--- src/include/blas_defs.svh ---
// Sizes are tied to the 32-bit instruction word and 4-bit issue numbers and cannot grow alone
`ifndef BLAS_DEFS_SVH
`define BLAS_DEFS_SVH

//////////////////////////////////////////////////
// Lane array
//////////////////////////////////////////////////
`define NUM_LANES		4		// Lane field of the instruction is 2 bits
`define LMEM_WORDS		16		// Word addresses are 4 bits

//////////////////////////////////////////////////
// Queues and credits
//////////////////////////////////////////////////
`define IN_DEPTH		4		// Also the host's initial input credit
`define LANE_DEPTH		2
`define ROB_DEPTH		8		// Power of two below 16
`define OUT_CREDITS		4

// Multiply-accumulate latency in cycles, at least 2
`define MAD_CYCLES		3

`endif

--- src/blas_pkg.sv ---
// Instruction word layout is fixed at 32 bits and opcode 2'd3 is not defined
package blas_pkg;

	typedef enum logic [1:0] {
		SET		= 2'd0,
		MAD		= 2'd1,
		READ	= 2'd2
	} opcode_t;

	typedef logic [3:0]		issue_no_t;		// Wraps at 16
	typedef logic [15:0]	data_t;

	// Host instruction word
	typedef struct packed {
		opcode_t		op;
		logic [1:0]		lane;
		logic [3:0]		dst;
		logic [3:0]		src_a;
		logic [3:0]		src_b;
		data_t			imm;
	} instr_t;

	// Word held in a lane queue
	typedef struct packed {
		opcode_t		op;
		logic [3:0]		dst;
		logic [3:0]		src_a;
		logic [3:0]		src_b;
		data_t			imm;
		issue_no_t		issue_no;
	} lane_op_t;

	// Lane and host result record
	typedef struct packed {
		issue_no_t		issue_no;
		data_t			data;
	} result_t;

endpackage

--- src/instr_decode.sv ---
// Lane field selects the lane directly so NUM_LANES must stay at 4 and the window below 16
`timescale 1ns/10ps

`include "blas_defs.svh"

module instr_decode
	import blas_pkg::*;
(
	input	logic						clock,
	input	logic						reset,
	input	instr_t						instr_head,
	input	logic						instr_ready,
	output	logic						instr_pop,
	output	logic [`NUM_LANES-1:0]		disp_valid,
	output	lane_op_t					disp_op,
	input	logic [`NUM_LANES-1:0]		lane_credit,
	input	logic						commit_pulse
);

	localparam int LCW = $clog2(`LANE_DEPTH + 1);
	localparam int WCW = $clog2(`ROB_DEPTH + 1);

	logic [LCW-1:0]		lane_cnt [`NUM_LANES];
	logic [WCW-1:0]		window_cnt;
	issue_no_t			issue_cnt;
	logic				lane_free;
	logic				window_free;

	//////////////////////////////////////////////////
	// Issue condition
	//////////////////////////////////////////////////
	assign lane_free	= (lane_cnt[instr_head.lane] != '0);
	assign window_free	= (window_cnt < WCW'(`ROB_DEPTH));
	assign instr_pop	= instr_ready & lane_free & window_free;

	always_comb begin
		disp_valid = '0;
		disp_valid[instr_head.lane] = instr_pop;
	end

	// Lane field dropped, issue number appended
	always_comb begin
		disp_op.op			= instr_head.op;
		disp_op.dst			= instr_head.dst;
		disp_op.src_a		= instr_head.src_a;
		disp_op.src_b		= instr_head.src_b;
		disp_op.imm			= instr_head.imm;
		disp_op.issue_no	= issue_cnt;
	end

	//////////////////////////////////////////////////
	// Counters
	//////////////////////////////////////////////////
	always_ff @(posedge clock) begin
		if (reset) begin
			issue_cnt	<= '0;
			window_cnt	<= '0;
			for (int i = 0; i < `NUM_LANES; i++) begin
				lane_cnt[i] <= LCW'(`LANE_DEPTH);
			end
		end
		else begin
			if (instr_pop) begin
				issue_cnt <= issue_cnt + 1'b1;
			end
			// Outstanding issue numbers
			window_cnt <= window_cnt + WCW'(instr_pop) - WCW'(commit_pulse);
			for (int i = 0; i < `NUM_LANES; i++) begin
				lane_cnt[i] <= lane_cnt[i] + LCW'(lane_credit[i]) - LCW'(disp_valid[i]);
			end
		end
	end

endmodule

--- config.mk ---
export PLATFORM = sky130hd
export DESIGN_NAME = instr_decode
export DESIGN_NICKNAME = d
export VERILOG_FILES = /design/src/blas_pkg.sv /design/src/instr_decode.sv
export VERILOG_INCLUDE_DIRS = /design/src /design/src/include
export SDC_FILE = /design/constraint.sdc
export NUM_CORES = 1
export LEC_CHECK = 0
export BUFFER_PORTS_ARGS = -buffer_cell sky130_fd_sc_hd__buf_2
export CORE_AREA = 3 3 60 62
export CTS_CLUSTER_DIAMETER = 150
export DETAILED_ROUTE_END_ITERATION = 10
export DIE_AREA = 0 0 63 65
export GPL_ROUTABILITY_DRIVEN = 0
export HOLD_SLACK_MARGIN = 0.02
export PLACE_DENSITY = 0.79
export SLEW_MARGIN = 20
export SYNTH_ARGS = -nofsm -noshare
export SYNTH_HDL_FRONTEND = slang
export SYNTH_SLANG_ARGS = --single-unit
--- constraint.sdc ---
create_clock -name clock -period 1.9 [get_ports clock]
set_input_delay 0.38 -clock clock [delete_from_list [all_inputs] [get_ports clock]]
set_output_delay 0.38 -clock clock [all_outputs]
set_load 0.005 [all_outputs]
Word-level counts from Yosys, hierarchy flattened
Memory sizes are Yosys's and may differ from the RTL's.
Index checks and enable logic that the tools add are counted.
- register bits after elaboration: 8
- bits in latches: 0
- bits in writable memories: 8
- bits in read-only memories: 0
- bits of input ports: 40
- word-level logic and storage cells: 35
- memories: 1
- add/subtract/negate cells: 11
- $mul: 0
- div/mod/pow operators: 0
- order comparisons: 3
- eq/ne operators: 0
- shift operators: 0
- muxes and demuxes: 9
- bitwise logic cells: 7
- reductions and logical operators: 2
- memory list (memory ; words ; bits a word ; rd ports ; clocked after memory_dff ; wr ports ; RTL line ; text):
    lane_cnt ; 4 ; 2 ; 5 ; 0 ; 4 ; instr_decode.sv:23 ; logic [LCW-1:0] lane_cnt [`NUM_LANES];
- operator list (operator ; count):
    $add A2 B1 Y2 ; 4
    $mux W2 ; 4
    $sub A2 B1 Y2 ; 4
    $add A4 B1 Y4 ; 1
    $add A4 B1 Y4 const B ; 1
    $and A4 B4 Y4 ; 1
    $lt A4 B4 Y1 const B ; 1
    $mux W1 ; 4
    $or A1 B1 Y1 ; 4
    $sub A4 B1 Y4 ; 1
    $lt A2 B3 Y1 const B ; 1
    $and A1 B1 Y1 ; 2
    $demux W1 S2 ; 1
    $ge A2 B1 Y1 const B ; 1
    $reduce_bool A2 Y1 ; 1
    $logic_and A1 B1 Y1 ; 1

Longest topological paths before layout
- depth after elaboration: 7
- depth in mapped cells: 9
- mapped depth without buffers: 9

Worst setup path after synthesis
Ideal clock, no wire load.
- path kind: input to register
- start point: in instr_head[29] (netlist name)
- end point: reg window_cnt[1]
- arrival: 1839 ps
- required time: 1834 ps
- setup slack: -5 ps
- stages on the path: 7
- path through: or4b_1 nand3_2 nor2_2 ha_1 inv_1 fa_1 nor2_1
- longest elaborated chain between the ends: 6
- ends and longest elaborated chain (what ; RTL line ; text):
    start: declaration ; instr_decode.sv:11 ; input instr_t instr_head,
    $mem_v2 Z4 W2 ; -- ;
    $reduce_bool A2 Y1 ; instr_decode.sv:32 ; assign lane_free = (lane_cnt[instr_head.lane] != '0);
    $and A1 B1 Y1 (2 in series) ; instr_decode.sv:34 ; assign instr_pop = instr_ready & lane_free & window_free;
    net instr_pop ; instr_decode.sv:13 ; output logic instr_pop,
    $add A4 B1 Y4 ; instr_decode.sv:67 ; window_cnt <= window_cnt + WCW'(instr_pop) - WCW'(commit_pulse);
    $sub A4 B1 Y4 ; instr_decode.sv:67 ;
    end signal: assignment ; instr_decode.sv:67 ;
    end: declaration ; instr_decode.sv:24 ; logic [WCW-1:0] window_cnt;
The timed path passes the listed nets, and every way through them passes these cells.
A chain may end at the register's enable or synchronous reset.

==> flow_metrics.tcl <==
set metrics [dict create \
    synth.net_count 188 \
    setup_slack_ns -0.01133 \
    root_buffer "clkbuf_4" \
    htree_num_levels 1 \
    fin_util_pct 42.07 \
    first_pass_iters 4 \
    yosysTopAreaCellShare_pct 26.95 \
    fin_crit_ns 1.911 \
    chipHeight_um 65 \
    switching_power_uw 455.6 \
    synth_seq_cells 16 \
    cp_max_fo 3 \
    setup_violations 1 \
    crit_path_start_kind "flip-flop" \
    n_antenna_cell 0 \
    slowest_delay_ns 0.54 \
    layout-drive-gt1-share_pct 38.06 \
    r2r_setup_slack_ns 0.04 \
    synth_area_per_cell_um2 8.870 \
    p_total_mw 1.329 \
    routedWlPerCell_um 11.87 \
    p_int_uw 873.0 \
    dp.cells 172 \
    finalMaxSlewViolations 0 \
    fin_skew_ns 0.003223 \
    combPwrFrac_pct 45.0 \
    nFillCells 327 \
    grt_pass1_wl_um 3560 \
    nets 189 \
    core_area_um2 3078 \
    swShare_pct 34.29 \
    numPortBuffers 18 \
    layout_common_cells "17 x buf_2, 13 x inv_1, 13 x ha_1, 13 x dfxtp_1, 9 x buf_4" \
    hold_class "input pin to flip-flop" \
    yosysSeqAreaShare_pct 26.95 \
    first_global_vias 861 \
    path_clk_slew_ns 0.10 \
    synthCells 134 \
    hold_viol 0 \
    vias_per_cell 4.539 \
    clk_latency_ns 0.29 \
    antenna_found_initial 0 \
    violations "negative setup slack" \
    holdBufCountCts 0 \
    initial_core_util_pct 38.62 \
    critPathSlowestCell "or4b_4" \
    critPathRequiredTime_ns 1.52 \
    place_area_um2 1165 \
    fmax_mhz 523.2 \
    rows 20 \
    relSlewSlack_pct 79.59 \
    fin_area_um2 1295 \
    yosysTopAreaCell "dfxtp_1" \
    crit_chain "or4b_4 > nand3_4 > nor2_4 > buf_6 > buf_6" \
    totalWireLength_um 2112 \
    cts_tree "built" \
    power_density_nw_per_um2 1026 \
    synth.area.top_cells "dfxtp_1 27%, buf_4 19%, ha_1 14%, inv_1 4.4%, xor2_1 4.4%" \
    drt_first_iter_violations 21 \
    dpl.hpwl_um 1509 \
    netlist-cell-type-count 30 \
    area_growth_pct 8.947 \
    yosys_warnings 0 \
    numCtsBuffers 3 \
    worst_pin_slew_ns 0.3036 \
    crit_top_cell "buf_6" \
    seqPwrFrac_pct 37.8 \
    cts_buffer_depth 2 \
    maxCapViolations 0 \
    drc 0 \
    endpoint_kind "output pin" \
    ios 79 \
    synth_area_um2 1189 \
    peakVddDrop_mv 0.5465 \
    arrival_ns 1.53 \
    fin_cells 178 \
    fp.dieArea_um2 4095 \
    die_width_um 63 \
    final.period_utilization_pct 100.6 \
    grt_setup_unrepaired "yes" \
    dr_total_vias 808 \
    drt.antenna.violating_nets 0 \
    p_leak_nw 0.6397 \
    power_frac_clock_pct 17.2 \
    outcome "complete, but fails checks" \
    path_class "flip-flop to output pin" \
    cts.sinks 16 \
    grtUsageTotal_pct 10.89 \
    gr-total-overflow 0 \
    grt_max_degree 20 \
    layout_commonest_cell "buf_2" \
    pre_cts_ws_ns -0.1563 \
]
cell families (layout without fill, tap and decap cells):
family | Yosys count | count (layout) | share of synthesized area (%)
buffers and inverters | 46 | 46 | 24.00
AND/OR/NAND/NOR | 37 | 37 | 18.74
flip-flops | 16 | 16 | 26.95
adder cells (fa/ha/maj) | 14 | 14 | 15.37
XOR/XNOR | 11 | 11 | 8.105
AO/OA/AOI/OAI | 7 | 7 | 3.474
multiplexers | 3 | 3 | 3.369
final timing paths:
| path | cells after the start | start | to |
|---|---|---|---|
| max | 5 | lane_cnt[1][0] | instr_pop |
| min | 3 | lane_credit[0] | lane_cnt[0][0] |
| max reg2reg | 7 | lane_cnt[1][0] | window_cnt[1] |
| min reg2reg | 2 | issue_cnt[3] | issue_cnt[3] |
critical path, delay by kind of cell (launching register included):
kind	cells	cell delay [ns]
flip-flops	1	0.34
AND/OR/NAND/NOR	3	0.67
buffers and inverters	2	0.22
layout make-up:
class	count	area, um2	area share (%)
inverters	14	52.55	4.058
flip-flops and latches	16	324.1	25.02
well taps	44	55.05	4.251
repair buffers	28	175.2	13.53
clock buffers	4	36.28	2.802
multi-input cells	72	651.9	50.34
per-layer routing:
layer | track usage (%) | routed length, um | vias up
met5 | 0 | 0 | -
met4 | 2.755 | 10 | 0
met3 | 5.026 | 178 | 2
met2 | 19.50 | 1078 | 24
met1 | 11.51 | 846 | 386
li1 | - | - | 396
per-stage QoR:
step	TNS (ns)	hold slack, ns
final	-0.01133	0.4211
after global routing	-0.1003	0.4140
after CTS	-0.02464	0.4151
after detailed placement	-0.4592	0.5025
after global placement	-0.2846	0.4773
after floorplan	0	0.4787
power by group through the flow:
stage                     Sequential, mW  Combinational (mW)  Clock (mW)
after detailed placement           0.499               0.507           0
final                              0.502               0.598       0.229
after floorplan                    0.482               0.427           0
after global placement             0.495               0.485           0
after CTS                          0.493               0.564       0.239
after global routing               0.514               0.673       0.257
registers in the layout, indices dropped and copies added (netlist names):
signal      cells
issue_cnt       4
lane_cnt        8
window_cnt      4
what timing repair did:
action,4_1_cts,5_1_grt
pin swaps,4,2
resized for setup,7,11
endpoints found under the hold margin,0,0
setup endpoints to repair,2,9
buffers inserted,2,0
cells in the mapped netlist:
library cell and instances:
nor4_1 1, o21ai_0 2, nor3_1 2, a21o_1 1
nor2_1 8, nand2_1 1, or4b_1 1, xor2_1 6
inv_1 14, ha_1 13, fa_1 1, a21oi_1 2
or3b_1 1, nand3_2 1, nand4bb_1 1, o21ai_1 1
nor3b_1 1, mux2_4 2, nand4_1 1, nand2b_1 7
buf_4 30, clkbuf_1 2, nor2b_1 8, xnor2_1 5
mux2i_1 1, and3_1 1, nor2_2 1, or3_1 2
dfxtp_1 16, a21oi_2 1
Power figures use the tool's default switching activity.
