==> src/include/blas_defs.svh <==
// Sizes are tied to the 32-bit instruction word and 4-bit issue numbers and cannot grow alone
`ifndef BLAS_DEFS_SVH
`define BLAS_DEFS_SVH

//////////////////////////////////////////////////
// Lane array
//////////////////////////////////////////////////
`define NUM_LANES		4		// Lane field of the instruction is 2 bits
`define LMEM_WORDS		16		// Word addresses are 4 bits

//////////////////////////////////////////////////
// Queues and credits
//////////////////////////////////////////////////
`define IN_DEPTH		4		// Also the host's initial input credit
`define LANE_DEPTH		2
`define ROB_DEPTH		8		// Power of two below 16
`define OUT_CREDITS		4

// Multiply-accumulate latency in cycles, at least 2
`define MAD_CYCLES		3

`endif

==> src/blas_pkg.sv <==
// Instruction word layout is fixed at 32 bits and opcode 2'd3 is not defined
package blas_pkg;

	typedef enum logic [1:0] {
		SET		= 2'd0,
		MAD		= 2'd1,
		READ	= 2'd2
	} opcode_t;

	typedef logic [3:0]		issue_no_t;		// Wraps at 16
	typedef logic [15:0]	data_t;

	// Host instruction word
	typedef struct packed {
		opcode_t		op;
		logic [1:0]		lane;
		logic [3:0]		dst;
		logic [3:0]		src_a;
		logic [3:0]		src_b;
		data_t			imm;
	} instr_t;

	// Word held in a lane queue
	typedef struct packed {
		opcode_t		op;
		logic [3:0]		dst;
		logic [3:0]		src_a;
		logic [3:0]		src_b;
		data_t			imm;
		issue_no_t		issue_no;
	} lane_op_t;

	// Lane and host result record
	typedef struct packed {
		issue_no_t		issue_no;
		data_t			data;
	} result_t;

endpackage

==> src/lane_execute.sv <==
// One operation at a time per lane, a MAD blocks the lane for MAD_CYCLES which must be 2 or more
`timescale 1ns/10ps

`include "blas_defs.svh"

module lane_execute
	import blas_pkg::*;
(
	input	logic			clock,
	input	logic			reset,
	input	logic			op_ready,
	input	lane_op_t		op_head,
	output	logic			op_pop,
	output	logic			done,
	output	result_t		result
);

	localparam int BW = $clog2(`MAD_CYCLES + 1);

	data_t				lmem [`LMEM_WORDS];
	logic [BW-1:0]		busy_cnt;
	logic				mad_fire;

	// MAD operands held while the lane is busy
	logic [3:0]			mad_dst;
	issue_no_t			mad_issue;
	data_t				mad_acc;
	data_t				mad_a;
	data_t				mad_b;
	logic [31:0]		mad_prod;
	data_t				mad_sum;

	assign op_pop	= op_ready & (busy_cnt == '0);		// Idle lane only
	assign mad_fire	= (busy_cnt == BW'(1));

	assign mad_prod	= mad_a * mad_b;
	assign mad_sum	= mad_acc + mad_prod[15:0];		// Low 16 bits kept

	//////////////////////////////////////////////////
	// Control and local memory
	//////////////////////////////////////////////////
	always_ff @(posedge clock) begin
		if (reset) begin
			busy_cnt	<= '0;
			done		<= 1'b0;
			for (int w = 0; w < `LMEM_WORDS; w++) begin
				lmem[w] <= '0;
			end
		end
		else begin
			done <= 1'b0;
			if (busy_cnt != '0) begin
				busy_cnt <= busy_cnt - 1'b1;
			end
			if (mad_fire) begin
				lmem[mad_dst]	<= mad_sum;
				done			<= 1'b1;
			end
			if (op_pop) begin
				case (op_head.op)
					SET: begin
						lmem[op_head.dst]	<= op_head.imm;
						done				<= 1'b1;
					end
					MAD: begin
						busy_cnt <= BW'(`MAD_CYCLES - 1);
					end
					default: begin
						done <= 1'b1;					// READ
					end
				endcase
			end
		end
	end

	//////////////////////////////////////////////////
	// Result and MAD operand registers
	//////////////////////////////////////////////////
	always_ff @(posedge clock) begin
		if (mad_fire) begin
			result.issue_no	<= mad_issue;
			result.data		<= mad_sum;
		end
		else if (op_pop) begin
			result.issue_no	<= op_head.issue_no;
			result.data		<= (op_head.op == SET) ? op_head.imm : lmem[op_head.src_a];
		end

		if (op_pop && (op_head.op == MAD)) begin
			mad_dst		<= op_head.dst;
			mad_issue	<= op_head.issue_no;
			mad_acc		<= lmem[op_head.dst];
			mad_a		<= lmem[op_head.src_a];
			mad_b		<= lmem[op_head.src_b];
		end
	end

endmodule

==> config.mk <==
export PLATFORM = sky130hd
export DESIGN_NAME = lane_execute
export DESIGN_NICKNAME = d
export VERILOG_FILES = /design/src/blas_pkg.sv /design/src/lane_execute.sv
export VERILOG_INCLUDE_DIRS = /design/src /design/src/include
export SDC_FILE = /design/constraint.sdc
export NUM_CORES = 1
export LEC_CHECK = 0
export ABC_AREA = 1
export BUFFER_PORTS_ARGS = -buffer_cell sky130_fd_sc_hd__buf_2
export CAP_MARGIN = 20
export CORE_MARGIN = 2
export CORE_UTILIZATION = 34
export DETAILED_ROUTE_END_ITERATION = 10
export GPL_ROUTABILITY_DRIVEN = 0
export HOLD_SLACK_MARGIN = 0.05
export PLACE_DENSITY_LB_ADDON = 0.1
export SETUP_SLACK_MARGIN = 0.05
export SLEW_MARGIN = 40
export SYNTH_ARGS = -nofsm -noshare
export SYNTH_HDL_FRONTEND = slang
export SYNTH_SLANG_ARGS = --single-unit
export TNS_END_PERCENT = 10
==> constraint.sdc <==
create_clock -name clock -period 5.4 [get_ports clock]
set_input_delay 1.62 -clock clock [delete_from_list [all_inputs] [get_ports clock]]
set_output_delay 1.62 -clock clock [all_outputs]
set_load 0.1 [all_outputs]
# After elaboration in Yosys (flattened, before gate mapping)
# Memories as Yosys holds them, arrays and structs flattened. A register that Yosys moved wholly into a read port is not among the register bits.
# Cells that the tools add are included.
# W data, S select, Z words.
totals:
  register_bits: 47
  latchBits: 0
  ram_bits: 256
  mem_bits_ro: 0
  wordCells: 44
  n_memories: 1
memory_table:
  columns: ["name", "words", "width", "rd", "rd_ports_with_merged_regs", "write_ports", "line", "rtl"]
  rows:
  - ["lmem", 16, 16, 3, 2, 16, "lane_execute.sv:20", "data_t lmem [`LMEM_WORDS];"]
classes:
  n_addsub: 2
  multipliers: 1
  div_mod_pow: 0
  n_lt_le_gt_ge: 0
  eq_ne: 2
  shift: 0
  n_mux: 23
  bitwise_logic: 1
  reduce_logical: 7
ops:
  columns: ["operator", "n"]
  rows:
  - ["$mux W16", 3]
  - ["$mux W20", 2]
  - ["$reduce_or A16 Y1", 2]
  - ["$add A16 B16 Y16", 1]
  - ["$mul A16 B16 Y16", 1]
  - ["$mux W1", 13]
  - ["$mux W4", 2]
  - ["$mux W2", 3]
  - ["$eq A2 B1 Y1 const B", 2]
  - ["$logic_not A2 Y1", 2]
  - ["$reduce_bool A2 Y1", 2]
  - ["$sub A2 B1 Y2 const B", 1]
  - ["$and A1 B1 Y1", 1]
  - ["$logic_and A1 B1 Y1", 1]

# Longest topological paths before layout
depth:
  ltp_word: 7
  mapped_depth: 30
  ltp_nobuf: 27

# Worst setup path after synthesis
# OpenSTA, ideal clock, no wires.
synth_timing:
  path_type: "reg-to-reg"
  start: "reg mad_b[1], read port of lmem"
  end: "mem lmem[15][15] (netlist name) (data pin)"
  setup_time_ps: 256
  t_arrival_ps: 5383
  t_required_ps: 5144
  setup_slack_ps: -239
  stages_incl_launch_ff: 23
  synth_period_minus_slack_ps: 5639
  cell_sequence: "edfxtp_1 > clkbuf_1 > clkbuf_1 > nand2_1 > fa_1 > fa_1 > inv_1 > fa_1 > fa_1 > fa_1 > inv_1 > fa_1 > inv_1 > ha_1 > inv_1 > nor3_1 > nand3_1 > and3_1 > nand2_1 > nand3_1 > nand2_1 > buf_2 > nor2_1"
synth_rtl:
  columns: ["element", "line", "rtl"]
  rows:
  - ["start, declared", "lane_execute.sv:29", "data_t mad_b;"]
  - ["end, declared", "lane_execute.sv:20", null]

==> summary.md <==
| Metric | Value |
|---|---|
| Status | complete, but fails checks |
| Failing checks | negative setup slack |
| Synth unique cells | 40 |
| Drt first-iter violations | 2100 |
| Top-Level Pins | 59 |
| WP data required | 5.70 ns |
| Most common cell after layout, fill and taps aside | nand2_1 |
| Net Count, Synth | 3095 |
| Worst R2R End | lmem[11][15] |
| Avg Inst Size Synth | 8.19 um^2 |
| Slowest cell on crit path | fa_2 |
| Antenna Diode Count | 0 |
| PwrDens | 510 nW/um^2 |
| CTS tree | yes |
| Crit Path Class | register to register |
| IO Port Bufs | 58 |
| Global-route wire length before repair | 136 mm |
| Worst setup SP type | register |
| Final setup viols | 50 |
| Worst setup EP type | register |
| ANT nets after route | 0 |
| Final WS setup | -0.147 ns |
| All-layer global routing usage | 0.257 |
| Vias | 21500 |
| Final standard cell area without fillers | 27700 um^2 |
| Leading cell types in the layout, fill and taps excluded | 468 x nand2_1, 373 x inv_1, 346 x o21ai_0 |
| Worst hold endpoint | busy_cnt[0] |
| Crit path DAT | 5.84 ns |
| WL per Instance | 23.7 um |
| NumNets Final | 3137 |
| CTS H-tree depth | 2 |
| # rows | 97 |
| Share of cells above drive strength 1 | 0.145 |
| F_max | 180 MHz |
| Routed vias/inst | 5.48 |
| Hold buffers post-CTS | 0 |
| Synthesized instance count | 2912 |
| Placed cells | 3826 |
| Max-cap viol count | 0 |
| Pin count of the biggest net entering global routing | 139 |
| P&R area growth vs syn | 16.0% |
| Synth Warn # | 0 |
| CP max stage delay | 0.54 ns |
| Worst-path fanout max | 8 |
| Initial Utilization | 0.342 |
| Dpl ws | -0.238 ns |
| R2R depth | 25 |
| Measured slew at the worst slew-check pin | 0.922 ns |
| CTS clk-pin slew, worst paths | 0.06 ns |
| Clock Root Buffer | clkbuf_16 |
| Num CTS Buffers | 41 |
| Fin. Hold Viols | 0 |
| Tcrit/Tclk final | 1.03 |
| Dpl hpwl | 62.4 mm |
| Clock skew | 0.0429 ns |
| Die Width | 269 um |
| Fin crit period | 5.55 ns |
| GRT overflow | 0 |
| TritonRoute pass-1 iters | 6 |
| Detailed-route DRC error count | 0 |
| Peak VDD IR | 0.630 mV |
| Reg2reg start | mad_a[8] |
| WL final | 93.0 mm |
| Pins Over Slew Limit | 0 |
| Vias in the first global route | 20900 |
| Seq/Total Area, Yosys | 0.420 |
| Leakage Power | 0.0119 uW |
| Initial antenna violation count | 2 |
| Worst-Skew Late Latency | 0.59 ns |
| Hold crit path type | register to register |
| Overall die height | 269 um |
| Clock Path Buffers | 3 |
| Number of synthesized register bits | 335 |
| Hold path cells | 2 |
| CTS Sinks | 335 |
| RSZ-0062 raised after global routing | true |
| Die area | 72300 um^2 |
| R2r setup slk | -0.15 ns |
| Placed Area | 25600 um^2 |
| CORE AREA | 69800 um^2 |
| Post-route insts no fill | 3923 |
| Slew headroom | 0.382 |
| Worst hold path startpoint | busy_cnt[1] |
| Layout fillers | 7023 |
| Mapped Area | 23900 um^2 |
| Hold_ws | 0.462 ns |
==> where the power goes <==
part	total (uW)	internal, uW	switching (uW)	leakage, uW
Clock	2710	1560	1150	0.000625
Sequential	3050	2990	59.1	0.00337
Combinational	8360	3290	5070	0.00793
==> flip-flops by register name, indices dropped and copies added, names as in the netlist <==
register	count
mad_dst	4
mad_b	16
result	20
mad_a	16
done	1
lmem	256
busy_cnt	2
mad_acc	16
mad_issue	4
==> how the worst max path moves through the flow <==
stage                              end  cells past startpoint  slack, ns      from
after floorplan           lmem[11][13]                     23      -0.02  mad_b[4]
after global placement      result[15]                     24      -0.22  mad_a[9]
after detailed placement   lmem[5][15]                     23      -0.24  mad_a[8]
after CTS                 lmem[12][15]                     23      -0.11  mad_a[8]
after global routing      lmem[11][15]                     24      -0.36  mad_a[9]
final                     lmem[11][15]                     25      -0.15  mad_a[8]
==> routing by layer <==
layer	part of all wire	up-vias	global-route usage
met1	0.41	10400	0.335
met2	0.46	1019	0.417
met5	0.00019	-	0
met3	0.072	249	0.0363
li1	-	9837	-
met4	0.055	2	0.131
==> synthesized netlist by cell type <==
master	n	share of area
a21o_1	2	0.00063
a21oi_1	314	0.066
a31oi_1	9	0.0024
and3_1	1	0.00026
buf_1	16	0.0025
buf_2	22	0.0046
buf_6	13	0.0061
clkbuf_1	168	0.026
dfxtp_1	3	0.0025
edfxtp_1	332	0.42
fa_1	94	0.079
ha_1	52	0.027
inv_1	399	0.063
inv_2	7	0.0011
inv_4	1	0.00026
mux2i_1	8	0.0034
nand2_1	489	0.077
nand2_2	5	0.0013
nand2_4	13	0.0061
nand3_1	133	0.028
nand3b_1	2	0.00063
nand4_1	1	0.00026
nor2_1	292	0.046
nor2_2	2	0.00052
nor2_4	4	0.0019
nor2_8	4	0.0034
nor3_1	4	0.00084
nor3_4	1	0.00068
o2111ai_1	1	0.00037
o211ai_1	70	0.022
o21ai_0	351	0.074
o21ai_1	4	0.00084
o21ai_2	6	0.0022
o21ai_4	3	0.0020
o21bai_1	1	0.00031
o221ai_1	52	0.019
o22ai_1	14	0.0037
or2_2	5	0.0013
xnor2_1	3	0.0011
xor2_1	11	0.0040
==> metrics by stage <==
| stage | TNS [ns] | total power (uW) | util |
|---|---|---|---|
| after detailed placement | -17.04 | 9480 | 0.367 |
| after global placement | -14.43 | 9460 | 0.367 |
| after CTS | -2.99 | 13700 | 0.393 |
| after floorplan | -0.150 | 6190 | - |
| after global routing | -20.78 | 14800 | 0.397 |
| final | -4.02 | 14100 | 0.397 |
==> critical path, delay by kind of cell, from the launching register on <==
family                   cells  cell delay (ns)
AO/OA/AOI/OAI                2             0.22
adder cells (fa/ha/maj)      7             3.18
buffers and inverters       10             0.78
flip-flops                   1             0.43
AND/OR/NAND/NOR              6             0.65
==> layout make-up <==
type                            instances  area, um^2  share of cell area
Inverter                              407        1540              0.0555
Clock buffer                           47        1070              0.0387
Timing Repair Buffer                  218        1760              0.0636
Multi-Input combinational cell       1951       11900               0.430
Tap cell                              940        1180              0.0425
Clock inverter                         25         213             0.00769
Sequential cell                       335       10000               0.362
==> repair_timing <==
item | 4_1_cts | 5_1_grt
cloned | 3 | 0
pin swaps | 51 | 19
gates resized for setup | 84 | 56
setup endpoints to repair | 108 | 133
buffers inserted | 16 | 7
==> kinds of logic after synthesis <==
kind of cell / share of synthesized area
xor gates and xnor gates: 0.00514
adders and majority gates: 0.106
and+or+nand+nor: 0.168
AOI/OAI and AO/OA: 0.193
DFF: 0.420
muxes: 0.00336
buffers and inverters: 0.104
No activity file was read; power rests on OpenSTA's default activity.
