$ cat src/include/blas_defs.svh
// Sizes are tied to the 32-bit instruction word and 4-bit issue numbers and cannot grow alone
`ifndef BLAS_DEFS_SVH
`define BLAS_DEFS_SVH

//////////////////////////////////////////////////
// Lane array
//////////////////////////////////////////////////
`define NUM_LANES		4		// Lane field of the instruction is 2 bits
`define LMEM_WORDS		16		// Word addresses are 4 bits

//////////////////////////////////////////////////
// Queues and credits
//////////////////////////////////////////////////
`define IN_DEPTH		4		// Also the host's initial input credit
`define LANE_DEPTH		2
`define ROB_DEPTH		8		// Power of two below 16
`define OUT_CREDITS		4

// Multiply-accumulate latency in cycles, at least 2
`define MAD_CYCLES		3

`endif

$ cat src/blas_pkg.sv
// Instruction word layout is fixed at 32 bits and opcode 2'd3 is not defined
package blas_pkg;

	typedef enum logic [1:0] {
		SET		= 2'd0,
		MAD		= 2'd1,
		READ	= 2'd2
	} opcode_t;

	typedef logic [3:0]		issue_no_t;		// Wraps at 16
	typedef logic [15:0]	data_t;

	// Host instruction word
	typedef struct packed {
		opcode_t		op;
		logic [1:0]		lane;
		logic [3:0]		dst;
		logic [3:0]		src_a;
		logic [3:0]		src_b;
		data_t			imm;
	} instr_t;

	// Word held in a lane queue
	typedef struct packed {
		opcode_t		op;
		logic [3:0]		dst;
		logic [3:0]		src_a;
		logic [3:0]		src_b;
		data_t			imm;
		issue_no_t		issue_no;
	} lane_op_t;

	// Lane and host result record
	typedef struct packed {
		issue_no_t		issue_no;
		data_t			data;
	} result_t;

endpackage

$ cat src/credit_fifo.sv
// Every push must be covered by a credit held upstream since the queue has no overflow check
`timescale 1ns/10ps

module credit_fifo
	import blas_pkg::*;
#(
	parameter type	payload_t	= instr_t,
	parameter int	DEPTH		= 4
)(
	input	logic			clock,
	input	logic			reset,
	input	logic			push,
	input	payload_t		push_data,
	input	logic			pop,
	output	payload_t		head,
	output	logic			not_empty,
	output	logic			credit
);

	localparam int PW = (DEPTH > 1) ? $clog2(DEPTH) : 1;
	localparam int CW = $clog2(DEPTH + 1);

	payload_t			mem [DEPTH];
	logic [PW-1:0]		wr_ptr;
	logic [PW-1:0]		rd_ptr;
	logic [CW-1:0]		count;
	logic				do_pop;

	assign not_empty	= (count != '0);
	assign head			= mem[rd_ptr];
	assign do_pop		= pop & not_empty;
	assign credit		= do_pop;			// One credit back per popped entry

	always_ff @(posedge clock) begin
		if (reset) begin
			wr_ptr	<= '0;
			rd_ptr	<= '0;
			count	<= '0;
		end
		else begin
			if (push) begin
				wr_ptr <= (wr_ptr == PW'(DEPTH - 1)) ? '0 : wr_ptr + 1'b1;
			end
			if (do_pop) begin
				rd_ptr <= (rd_ptr == PW'(DEPTH - 1)) ? '0 : rd_ptr + 1'b1;
			end
			count <= count + CW'(push) - CW'(do_pop);
		end
	end

	// Storage
	always_ff @(posedge clock) begin
		if (push) begin
			mem[wr_ptr] <= push_data;
		end
	end

endmodule

$ cat config.mk
export PLATFORM = sky130hd
export DESIGN_NAME = credit_fifo
export DESIGN_NICKNAME = d
export VERILOG_FILES = /design/src/include/blas_defs.svh /design/src/blas_pkg.sv /design/src/credit_fifo.sv
export SDC_FILE = /design/constraint.sdc
export NUM_CORES = 1
export LEC_CHECK = 0
export BUFFER_PORTS_ARGS = -buffer_cell sky130_fd_sc_hd__buf_2
export CORE_AREA = 2 2 117 119
export CTS_BUF_LIST = sky130_fd_sc_hd__clkbuf_4 sky130_fd_sc_hd__clkbuf_8
export DETAILED_ROUTE_END_ITERATION = 8
export DIE_AREA = 0 0 119 121
export SLEW_MARGIN = 25
export SYNTH_ARGS = -nofsm -noshare
export SYNTH_HDL_FRONTEND = slang
export SYNTH_SLANG_ARGS = --single-unit
$ cat constraint.sdc
create_clock -name clock -period 3.05 [get_ports clock]
set_input_delay 0.61 -clock clock [delete_from_list [all_inputs] [get_ports clock]]
set_output_delay 0.61 -clock clock [all_outputs]
set_load 0.1 [all_outputs]
# Word level (Yosys, flattened, before mapping)
# Memories as Yosys holds them, arrays and structs flattened. A register that Yosys moved wholly into a read port is not among the register bits.
# Index checks and enable logic that the tools add are counted.
[classes]
n_addsub = 4
n_mul = 0
n_div = 0
magnitude_cmp = 0
n_eq_ne = 2
n_shift = 0
n_mux = 6
bitwise = 1
reduce_logical = 1
[ops]
columns = ["operator", "count"]
rows = [
  ["$mux W2", 4],
  ["$add A2 B1 Y2 const B", 2],
  ["$eq A2 B2 Y1 const B", 2],
  ["$add A3 B1 Y3", 1],
  ["$reduce_bool A3 Y1", 1],
  ["$sub A3 B1 Y3", 1],
  ["$mux W1", 2],
  ["$and A1 B1 Y1", 1],
]
[totals]
register_bits = 7
latchBits = 0
mem_bits_rw = 128
mem_bits_ro = 0
inputBits = 36
output_inout_bits = 34
word_cells = 18
memories = 1
[memory_table]
columns = ["memory", "words", "word_bits", "rd", "rd_clocked_by_memory_dff", "wr", "line", "source"]
rows = [
  ["mem", 4, 32, 1, 1, 1, "credit_fifo.sv:23", "payload_t mem [DEPTH];"],
]

# Logic depth before layout (Yosys ltp)
# Gate-level depths: netlist (run 1).
[depth]
ltp_word = 4
ltp_mapped = 8
mapped_depth_nobuf = 8

# Worst setup path after synthesis (run 1)
# OpenSTA, ideal clock, no wires.
[synth_path]
path_type = "input-to-reg"
startpoint = "input port pop"
endpoint = "register count[2]"
setup_time_ps = 125
arrival_ps = 2660
t_required_ps = 2925
setup_slack_ps = 265
path_stages = 8
path_buffers = 0
path_cell_list = "o31a_1 -> ha_1 -> inv_1 -> ha_1 -> inv_1 -> fa_1 -> xnor3_1 -> nor2_1"
[synth_via]
elab_chain_cells = 2
[synth_lines]
columns = ["element", "line", "source"]
rows = [
  ["start: declaration", "credit_fifo.sv:14", "input logic pop,"],
  ["$and A1 B1 Y1", "credit_fifo.sv:31", "assign do_pop = pop & not_empty;"],
  ["$sub A3 B1 Y3", "credit_fifo.sv:47", "count <= count + CW'(push) - CW'(do_pop);"],
  ["end signal: assignment", "credit_fifo.sv:47", ""],
  ["end: declaration", "credit_fifo.sv:26", "logic [CW-1:0] count;"],
]
# Every way passes these cells.
# A chain may end at the register's enable or synchronous reset.

==> results.toml, run 1 <==
[pwr]
p_seq_frac = 0.411
switching_share = 0.404
power_density_mw_per_mm2 = 897
pwr-share-comb = 0.351
cellLeakagePower_nw = 2.08
p_switching_mw = 2.19
total_power_mw = 5.41
clkPwrFrac = 0.238
intPower_mw = 3.23
peakVddDrop_v = 0.000446

[clock_tree]
ctsLongestPathBuffers = 2
hold_buffers = 0
ctsResizeCount = 0
cts.clk_slew.worst_paths_ns = 0.08
clk_latency_ns = 0.43
cts_root_buf = "clkbuf_8"
htreeDepth = 4
cts_setup_buffers = 0
clock-sinks = 137
cts_tree = "done"
numCtsBuffers = 17

[worst_setup_path]
end_kind = "output port"
crit_type = "flip-flop to output port"
cp_max_fo = 10
reg2reg_slack_ns = 1.07
worst_ep_required_time_ns = 2.44
worstPathArrival_ns = 2.04
start_kind = "flip-flop"

[synth]
postSynthNetCount = 255
ys_seq_area_frac = 0.785
synth_cells = 211
ys_seq_elements = 137
syn_area_mm2 = 0.00512
synth_cell_type_count = 23
avgSynthCellArea_um2 = 24.3
ys_warn_count = 0

[finish]
layout.nets = 345
layout-drive-gt1-share = 0.475
nFillCells = 1101
design_area_mm2 = 0.00603
area_growth_pct = 17.8

[outcome]
status = "completed"

[die]
die_height_um = 121
ioPinCount = 70
die-area_mm2 = 0.0144
start_util = 0.392
dieWidth_um = 119
core-area_mm2 = 0.0131
placementRows = 42

[detailed_routing]
wl_per_cell_um = 17.8
first_iter_violations = 228
ant_nets = 0
vias = 2350
avgViaCountPerCell = 4.79
routed_wl_um = 8760
first_pass_iters = 4
drc = 0

[timing]
clock_skew_ns = 0.0125
fmax_mhz = 377
finalSetupTns_ns = 0
setup_violations = 0
layout_min_cycle_time_ns = 2.65
slew_viol_final = 0
worstMarginPinSlew_ns = 0.911
period_share = 0.870
maxSlewHeadroom = 0.393
rsz0062_at_grt = "false"
hold_violations = 0

[placed_design]
gp_congestion = 0.649
dpl.hpwl_um = 5570
place_area_mm2 = 0.00568
portBuffers = 69

[global_route]
grt_pass1_vias = 2515
grt_overflow = 0
grt_pass1_wl_um = 13600
grt_usage = 0.131
antenna_found_initial = 1
grt_max_degree = 33

[flow_run]
drv_cap = 0

[min_path]
hold_class = "primary input to flip-flop"
[cell type report]
class / count / area (µm²) / share of cell area
tap: 176 / 220 / 0.0365
timing repair buffer: 79 / 420 / 0.0697
clock inverter: 11 / 73.8 / 0.0122
multi-input combinational: 61 / 996 / 0.165
antenna: 1 / 2.50 / 0.000415
sequential: 137 / 4030 / 0.667
clock buffer: 21 / 277 / 0.0458
inverter: 5 / 18.8 / 0.00311
[placed cells by master, fill, tap and decap left out]
master / count
a21oi_1: 1
and2_2: 4
buf_2: 69
buf_4: 10
clkbuf_4: 2
clkbuf_8: 19
clkinv_2: 5
clkinv_4: 1
clkinvlp_4: 3
dfxtp_1: 7
dfxtp_2: 2
diode_2: 1
edfxtp_1: 128
fa_1: 1
ha_1: 7
inv_1: 5
inv_6: 2
mux2_2: 1
mux2i_1: 2
mux4_1: 2
mux4_2: 30
nand2b_1: 3
nor2_1: 3
nor2b_1: 2
nor3_1: 1
o31a_1: 1
or3_1: 1
or3b_2: 1
xnor3_1: 1
[cell usage after synthesis]
cell type,count,area share
edfxtp_1,128,0.75
mux4_2,30,0.13
dfxtp_1,9,0.035
ha_1,7,0.017
inv_1,5,0.0037
and2_1,4,0.0049
buf_12,3,0.012
buf_2,3,0.0029
nand2b_1,3,0.0037
nor2_1,3,0.0022
mux2i_1,2,0.0039
mux4_1,2,0.010
nor2b_1,2,0.0024
a21oi_1,1,0.00098
buf_6,1,0.0022
clkbuf_1,1,0.00073
fa_1,1,0.0039
mux2_2,1,0.0022
nor3_1,1,0.00098
o31a_1,1,0.0017
or3_1,1,0.0012
or3b_2,1,0.0017
xnor3_1,1,0.0044
[per-stage QoR]
step | std cells | util | hold slack [ns] | worst slack (ns)
floorplan | 211 | - | 0.468 | 0.265
global placement | 458 | 0.434 | 0.479 | 0.805
detailed placement | 458 | 0.434 | 0.485 | 0.797
CTS | 490 | 0.461 | 0.362 | 0.315
global route | 490 | 0.461 | 0.363 | 0.265
finish | 491 | 0.461 | 0.390 | 0.398
[path summary, 6_finish.rpt]
kind,from,end,cells after the start
max,flip-flop,head[8],3
min,push_data[22],mem[0][22],1
max reg2reg,count[1],count[2],8
min reg2reg,rd_ptr[1],flip-flop,2
[cell families (layout without fill, tap and decap cells)]
family          count (synthesis)  count (layout)  share of synthesized area
compound gates                  2               2                    0.00269
flops                         137             137                      0.785
fa+ha+maj                       8               8                     0.0210
mux                            35              35                      0.148
buf+inv                        13             116                     0.0212
simple gates                   15              15                     0.0171
xor+xnor                        1               1                    0.00440
other cells                     0               1                          0
[power by group through the flow]
stage | combinational, mW | sequential (mW) | clock, mW
6_report | 1.90 | 2.22 | 1.29
4_1_cts | 1.93 | 2.23 | 1.33
3_3_place_gp | 1.92 | 2.26 | 0
5_1_grt | 1.98 | 2.24 | 1.40
2_1_floorplan | 1.72 | 2.23 | 0
3_5_place_dp | 1.93 | 2.27 | 0
[worst max-delay path: stages, from the launching register on]
cell and delay [ns]:
dfxtp_2 0.46, buf_4 0.30, mux4_2 0.54, buf_2 0.31
[metal layers]
| layer | track usage | share of wire | up-vias |
|---|---|---|---|
| li1 | - | - | 1066 |
| met1 | 0.162 | 0.42 | 1216 |
| met2 | 0.209 | 0.51 | 61 |
| met3 | 0.0517 | 0.059 | 7 |
| met4 | 0.0513 | 0.0090 | 0 |
| met5 | 0 | 0 | - |
[sequential cells by signal, summed over array words and instances (netlist names), named ones only]
signal / cells
mem: 128
count: 3
rd_ptr: 2
wr_ptr: 2
Note: power is estimated with default switching activity, not from simulation.
==> run 2, diff against run 1 <==
Settings changed: BUFFER_PORTS_ARGS -buffer_cell sky130_fd_sc_hd__buf_2 to not set, DONT_BUFFER_PORTS set to 1.
==> run 2 against run 1 <==
Flip-flop and latch count is the same. Register-to-register slack improved by 0.12 ns. Via count is 12% lower. Clock-buffer cell count fell by 3. Clock power up 19%. Worst setup slack improved by 0.078 ns. Global-route usage shrank 0.12 points. Worst hold slack worse by 0.16 ns. Largest power group unchanged. Cell area decreased by 5.0%. Critical endpoint is now head[28]. Sequential power about the same. First-iteration DRC count decreased by 41%. Fmax up 3.0%. Largest cell class unchanged.
==> results.toml, run 2 (same netlist as run 1, synthesis figures left out) <==
[outcome]
status = "completed"

[timing]
finalSetupTns_ns = 0
setup_violations = 0
hold_violations = 0
slew_viol_final = 0
fin_hold_ws_ns = 0.232
period_share = 0.844
fmax_mhz = 388
rsz0062_at_grt = "false"
fin_ws_ns = 0.476
maxSlewHeadroom = 0.376
layout_min_cycle_time_ns = 2.57
worstMarginPinSlew_ns = 0.937
clock_skew_ns = 0.00768

[placed_design]
place_area_mm2 = 0.00531
gp_congestion = 0.717
portBuffers = 0
dpl.hpwl_um = 4930
place_ws_ns = 0.905

[worst_setup_path]
crit_slowest_cell = "mux4_1"
cpMostUsedCell = "buf_4"
reg2reg_slack_ns = 1.19
max_stage_delay_ns = 0.61
r2r_end = "count[2]"
reg2regPathDepth = 8
cp_max_fo = 18
worst_ep_required_time_ns = 2.44
crit_type = "flip-flop to output port"
timing.rr.start = "count[1]"
cp_cell_sequence = "buf_4 > mux4_1 > buf_4"
end_kind = "output port"
worstPathArrival_ns = 1.96
start_kind = "flip-flop"

[detailed_routing]
first_pass_iters = 4
drc = 0
ant_nets = 0
vias = 2063
routed_wl_um = 8400
first_iter_violations = 134
avgViaCountPerCell = 4.94
wl_per_cell_um = 20.1

[clock_tree]
numCtsBuffers = 17
ctsLongestPathBuffers = 2
clk_latency_ns = 0.44
cts_tree = "done"
cts.clk_slew.worst_paths_ns = 0.07
cts_root_buf = "clkbuf_8"
ctsResizeCount = 0
htreeDepth = 4
clock-sinks = 137
cts_setup_buffers = 0
hold_buffers = 0

[pwr]
p_switching_mw = 2.12
total_power_mw = 5.53
peakVddDrop_v = 0.000301
pwr-share-comb = 0.321
intPower_mw = 3.40
power_density_mw_per_mm2 = 964
switching_share = 0.384
p_seq_frac = 0.400
clkPwrFrac = 0.279
cellLeakagePower_nw = 1.82

[finish]
regMostFlops = "mem"
final_cell_mix = "edfxtp_1 (128), mux4_2 (30), clkbuf_8 (17)"
top_regs = "mem x128, count x3"
design_area_mm2 = 0.00573
largest_register_ffs = 128
final_common_cell = "edfxtp_1"
area_growth_pct = 11.9
layout.nets = 273
antenna_cells = 0
layout-drive-gt1-share = 0.306

[die]
ioPinCount = 70
start_util = 0.392
die-area_mm2 = 0.0144
placementRows = 42
core-area_mm2 = 0.0131
die_height_um = 121
dieWidth_um = 119

[global_route]
grt_pass1_wl_um = 13100
antenna_found_initial = 0
grt_overflow = 0
grt_usage = 0.130
grt_pass1_vias = 2303
grt_max_degree = 33

[min_path]
hold_end = "count[1]"
hold_class = "primary input to flip-flop"
hold_depth = 1
worstHoldStart = "reset"

[flow_run]
drv_cap = 0
## run 2: stage by stage
step | utilization | instances
final | 0.438 | 418
after global routing | 0.438 | 418
after CTS | 0.438 | 418
after detailed placement | 0.406 | 386
after global placement | 0.406 | 386
after floorplan | - | 211
## run 2: cell type report
type / instances / area [µm²]
Multi-Input combinational cell: 61 / 996
Inverter: 5 / 18.8
Fill cell: 1106 / 7350
Clock buffer: 18 / 241
Sequential cell: 137 / 4030
Tap cell: 176 / 220
Clock inverter: 14 / 179
Timing Repair Buffer: 7 / 52.6
## run 2: worst max-delay path, delay by kind of cell (launching register included)
kind                   cells  cell delay [ns]
multiplexers               1             0.61
buffers and inverters      2             0.58
flip-flops                 1             0.32
## run 2: per-layer routing
metal  GRT usage  routed length [µm]  vias up
met1       0.140                3260     1076
met4      0.0625                 168        0
met2       0.209                4230       62
met3      0.0710                 735       14
met5           0                   0        -
li1            -                   -      911
## run 2: power by group through the flow
stage | Clock (mW) | Combinational [mW] | Sequential (mW)
global placement | 0 | 1.79 | 2.25
finish | 1.54 | 1.77 | 2.21
floorplan | 0 | 1.72 | 2.23
detailed placement | 0 | 1.80 | 2.26
global route | 1.68 | 1.84 | 2.22
CTS | 1.59 | 1.80 | 2.21
## run 2: how the worst max path moves through the flow
stage,startpoint,slack (ns),cells after the start,endpoint
after global routing,flip-flop,0.35,3,head[28]
after detailed placement,flip-flop,0.90,3,head[28]
after global placement,flip-flop,0.89,3,head[28]
final,flip-flop,0.48,3,head[28]
after floorplan,pop,0.27,8,count[2]
after CTS,flip-flop,0.41,3,head[28]
==> run 3, diff against run 2 <==
Clock period 3.05 ns to 2.4 ns, I/O delays scaled along.
==> run 3 against run 2 <==
Critical path depth is the same. Die area is the same. Clock power grew 3%. Worst hold slack lost 0.13 ns. Flip-flop and latch count is the same. First-iteration DRC count shrank 23%.
==> results.toml, run 3 (same netlist as run 1, synthesis figures left out) <==
[detailed_routing]
ant_nets = 0
avgViaCountPerCell = 4.84
drc = 0
first_pass_iters = 4
wl_per_cell_um = 19.2
routed_wl_um = 8630
vias = 2179
first_iter_violations = 103

[placed_design]
dpl.hpwl_um = 5400
gp_congestion = 0.641
portBuffers = 0
place_area_mm2 = 0.00602

[worst_setup_path]
path_buf_inv = 2
cp_cell_sequence = "buf_12 > mux4_1 > buf_12"
worstPathArrival_ns = 1.82
max_stage_delay_ns = 0.62
crit_type = "flip-flop to output port"
cpMostUsedCell = "buf_12"
end_kind = "output port"
crit_slowest_cell = "mux4_1"
cp_max_fo = 17
start_kind = "flip-flop"
worst_ep_required_time_ns = 1.92
critPathTopFamily = "multiplexers"

[die]
core-area_mm2 = 0.0131
start_util = 0.392
die-area_mm2 = 0.0144
die_height_um = 121
ioPinCount = 70
placementRows = 42
dieWidth_um = 119

[timing]
period_share = 0.957
fmax_mhz = 436
worstMarginPinSlew_ns = 0.526
finalSetupTns_ns = 0
clock_skew_ns = 0.00567
maxSlewHeadroom = 0.650
layout_min_cycle_time_ns = 2.30
hold_violations = 0
setup_violations = 0
rsz0062_at_grt = "false"
slew_viol_final = 0

[finish]
regMostFlops = "mem"
layout-drive-gt1-share = 0.391
design_area_mm2 = 0.00636
area_growth_pct = 24.2
regArea_mm2 = 0.00403
multi_input_area_um2 = 997
final_cell_mix = "edfxtp_1 (128), buf_12 (36), mux4_2 (30), clkbuf_8 (17)"
nFillCells = 1066
final_common_cell = "edfxtp_1"
layout.nets = 309
antenna_cells = 0
largest_register_ffs = 128
top_regs = "mem x128, count x3"

[global_route]
grt_pass1_vias = 2400
grt_max_degree = 23
grt_pass1_wl_um = 13500
grt_usage = 0.135
grt_overflow = 0
antenna_found_initial = 0

[clock_tree]
clk_latency_ns = 0.43
numCtsBuffers = 17
ctsLongestPathBuffers = 2
cts_tree = "done"
cts_setup_buffers = 0
htreeDepth = 4
clock-sinks = 137
cts_root_buf = "clkbuf_8"
cts.clk_slew.worst_paths_ns = 0.06

[outcome]
status = "completed"

[flow_run]
drv_cap = 0

[pwr]
peakVddDrop_v = 0.000680
power_density_mw_per_mm2 = 1170
cellLeakagePower_nw = 2.12

[min_path]
hold_class = "primary input to flip-flop"
## run 3: per-layer routing
metal	track usage	vias to the layer above	share of wire	wire [µm]
li1	-	980	-	-
met1	0.143	1114	0.38	3260
met2	0.222	68	0.52	4450
met3	0.0681	17	0.084	723
met4	0.0692	0	0.023	199
met5	0	-	0	0
## run 3: cell type report
| cell class | count | area share |
|---|---|---|
| inverters | 5 | 0.00295 |
| multi-input cells | 61 | 0.157 |
| clock buffers | 21 | 0.0415 |
| well taps | 176 | 0.0346 |
| flip-flops and latches | 137 | 0.633 |
| repair buffers | 43 | 0.123 |
| clock inverters | 7 | 0.00885 |
## run 3: through the flow
step	hold slack, ns	worst slack, ns	std cells	utilization	power, mW
floorplan	0.468	0.147	211	-	5.03
global placement	0.493	0.408	422	0.460	5.92
detailed placement	0.502	0.408	422	0.460	5.94
CTS	0.0694	0.0264	450	0.486	7.54
global route	0.0693	0.0173	450	0.486	7.75
finish	0.106	0.104	450	0.486	7.46
## run 3: path summary, 6_finish.rpt
check,from,end,slack [ns],cells after the start
max reg2reg,count[1],count[2],0.48,8
min reg2reg,rd_ptr[1],flip-flop,0.50,2
min,reset,count[1],0.11,1
max,flip-flop,head[27],0.10,3
## run 3: repair_timing
action,CTS,global route
gates resized for setup,3,2
gates cloned,0,0
hold buffers,0,0
setup endpoints to repair,18,2
## run 3: report_power, final
group          switching, mW  internal, mW  total (mW)
combinational           1.95          1.14        3.08
clock                  0.754         0.822        1.58
sequential            0.0530          2.75        2.80
total                   2.75          4.71        7.46
## run 3: worst register-to-register path, stage by stage (launching register included)
cell	delay [ns]
dfxtp_1	0.36
o31a_2	0.36
ha_1	0.27
inv_1	0.05
ha_1	0.13
inv_1	0.05
fa_1	0.37
xnor3_1	0.20
nor2_1	0.04
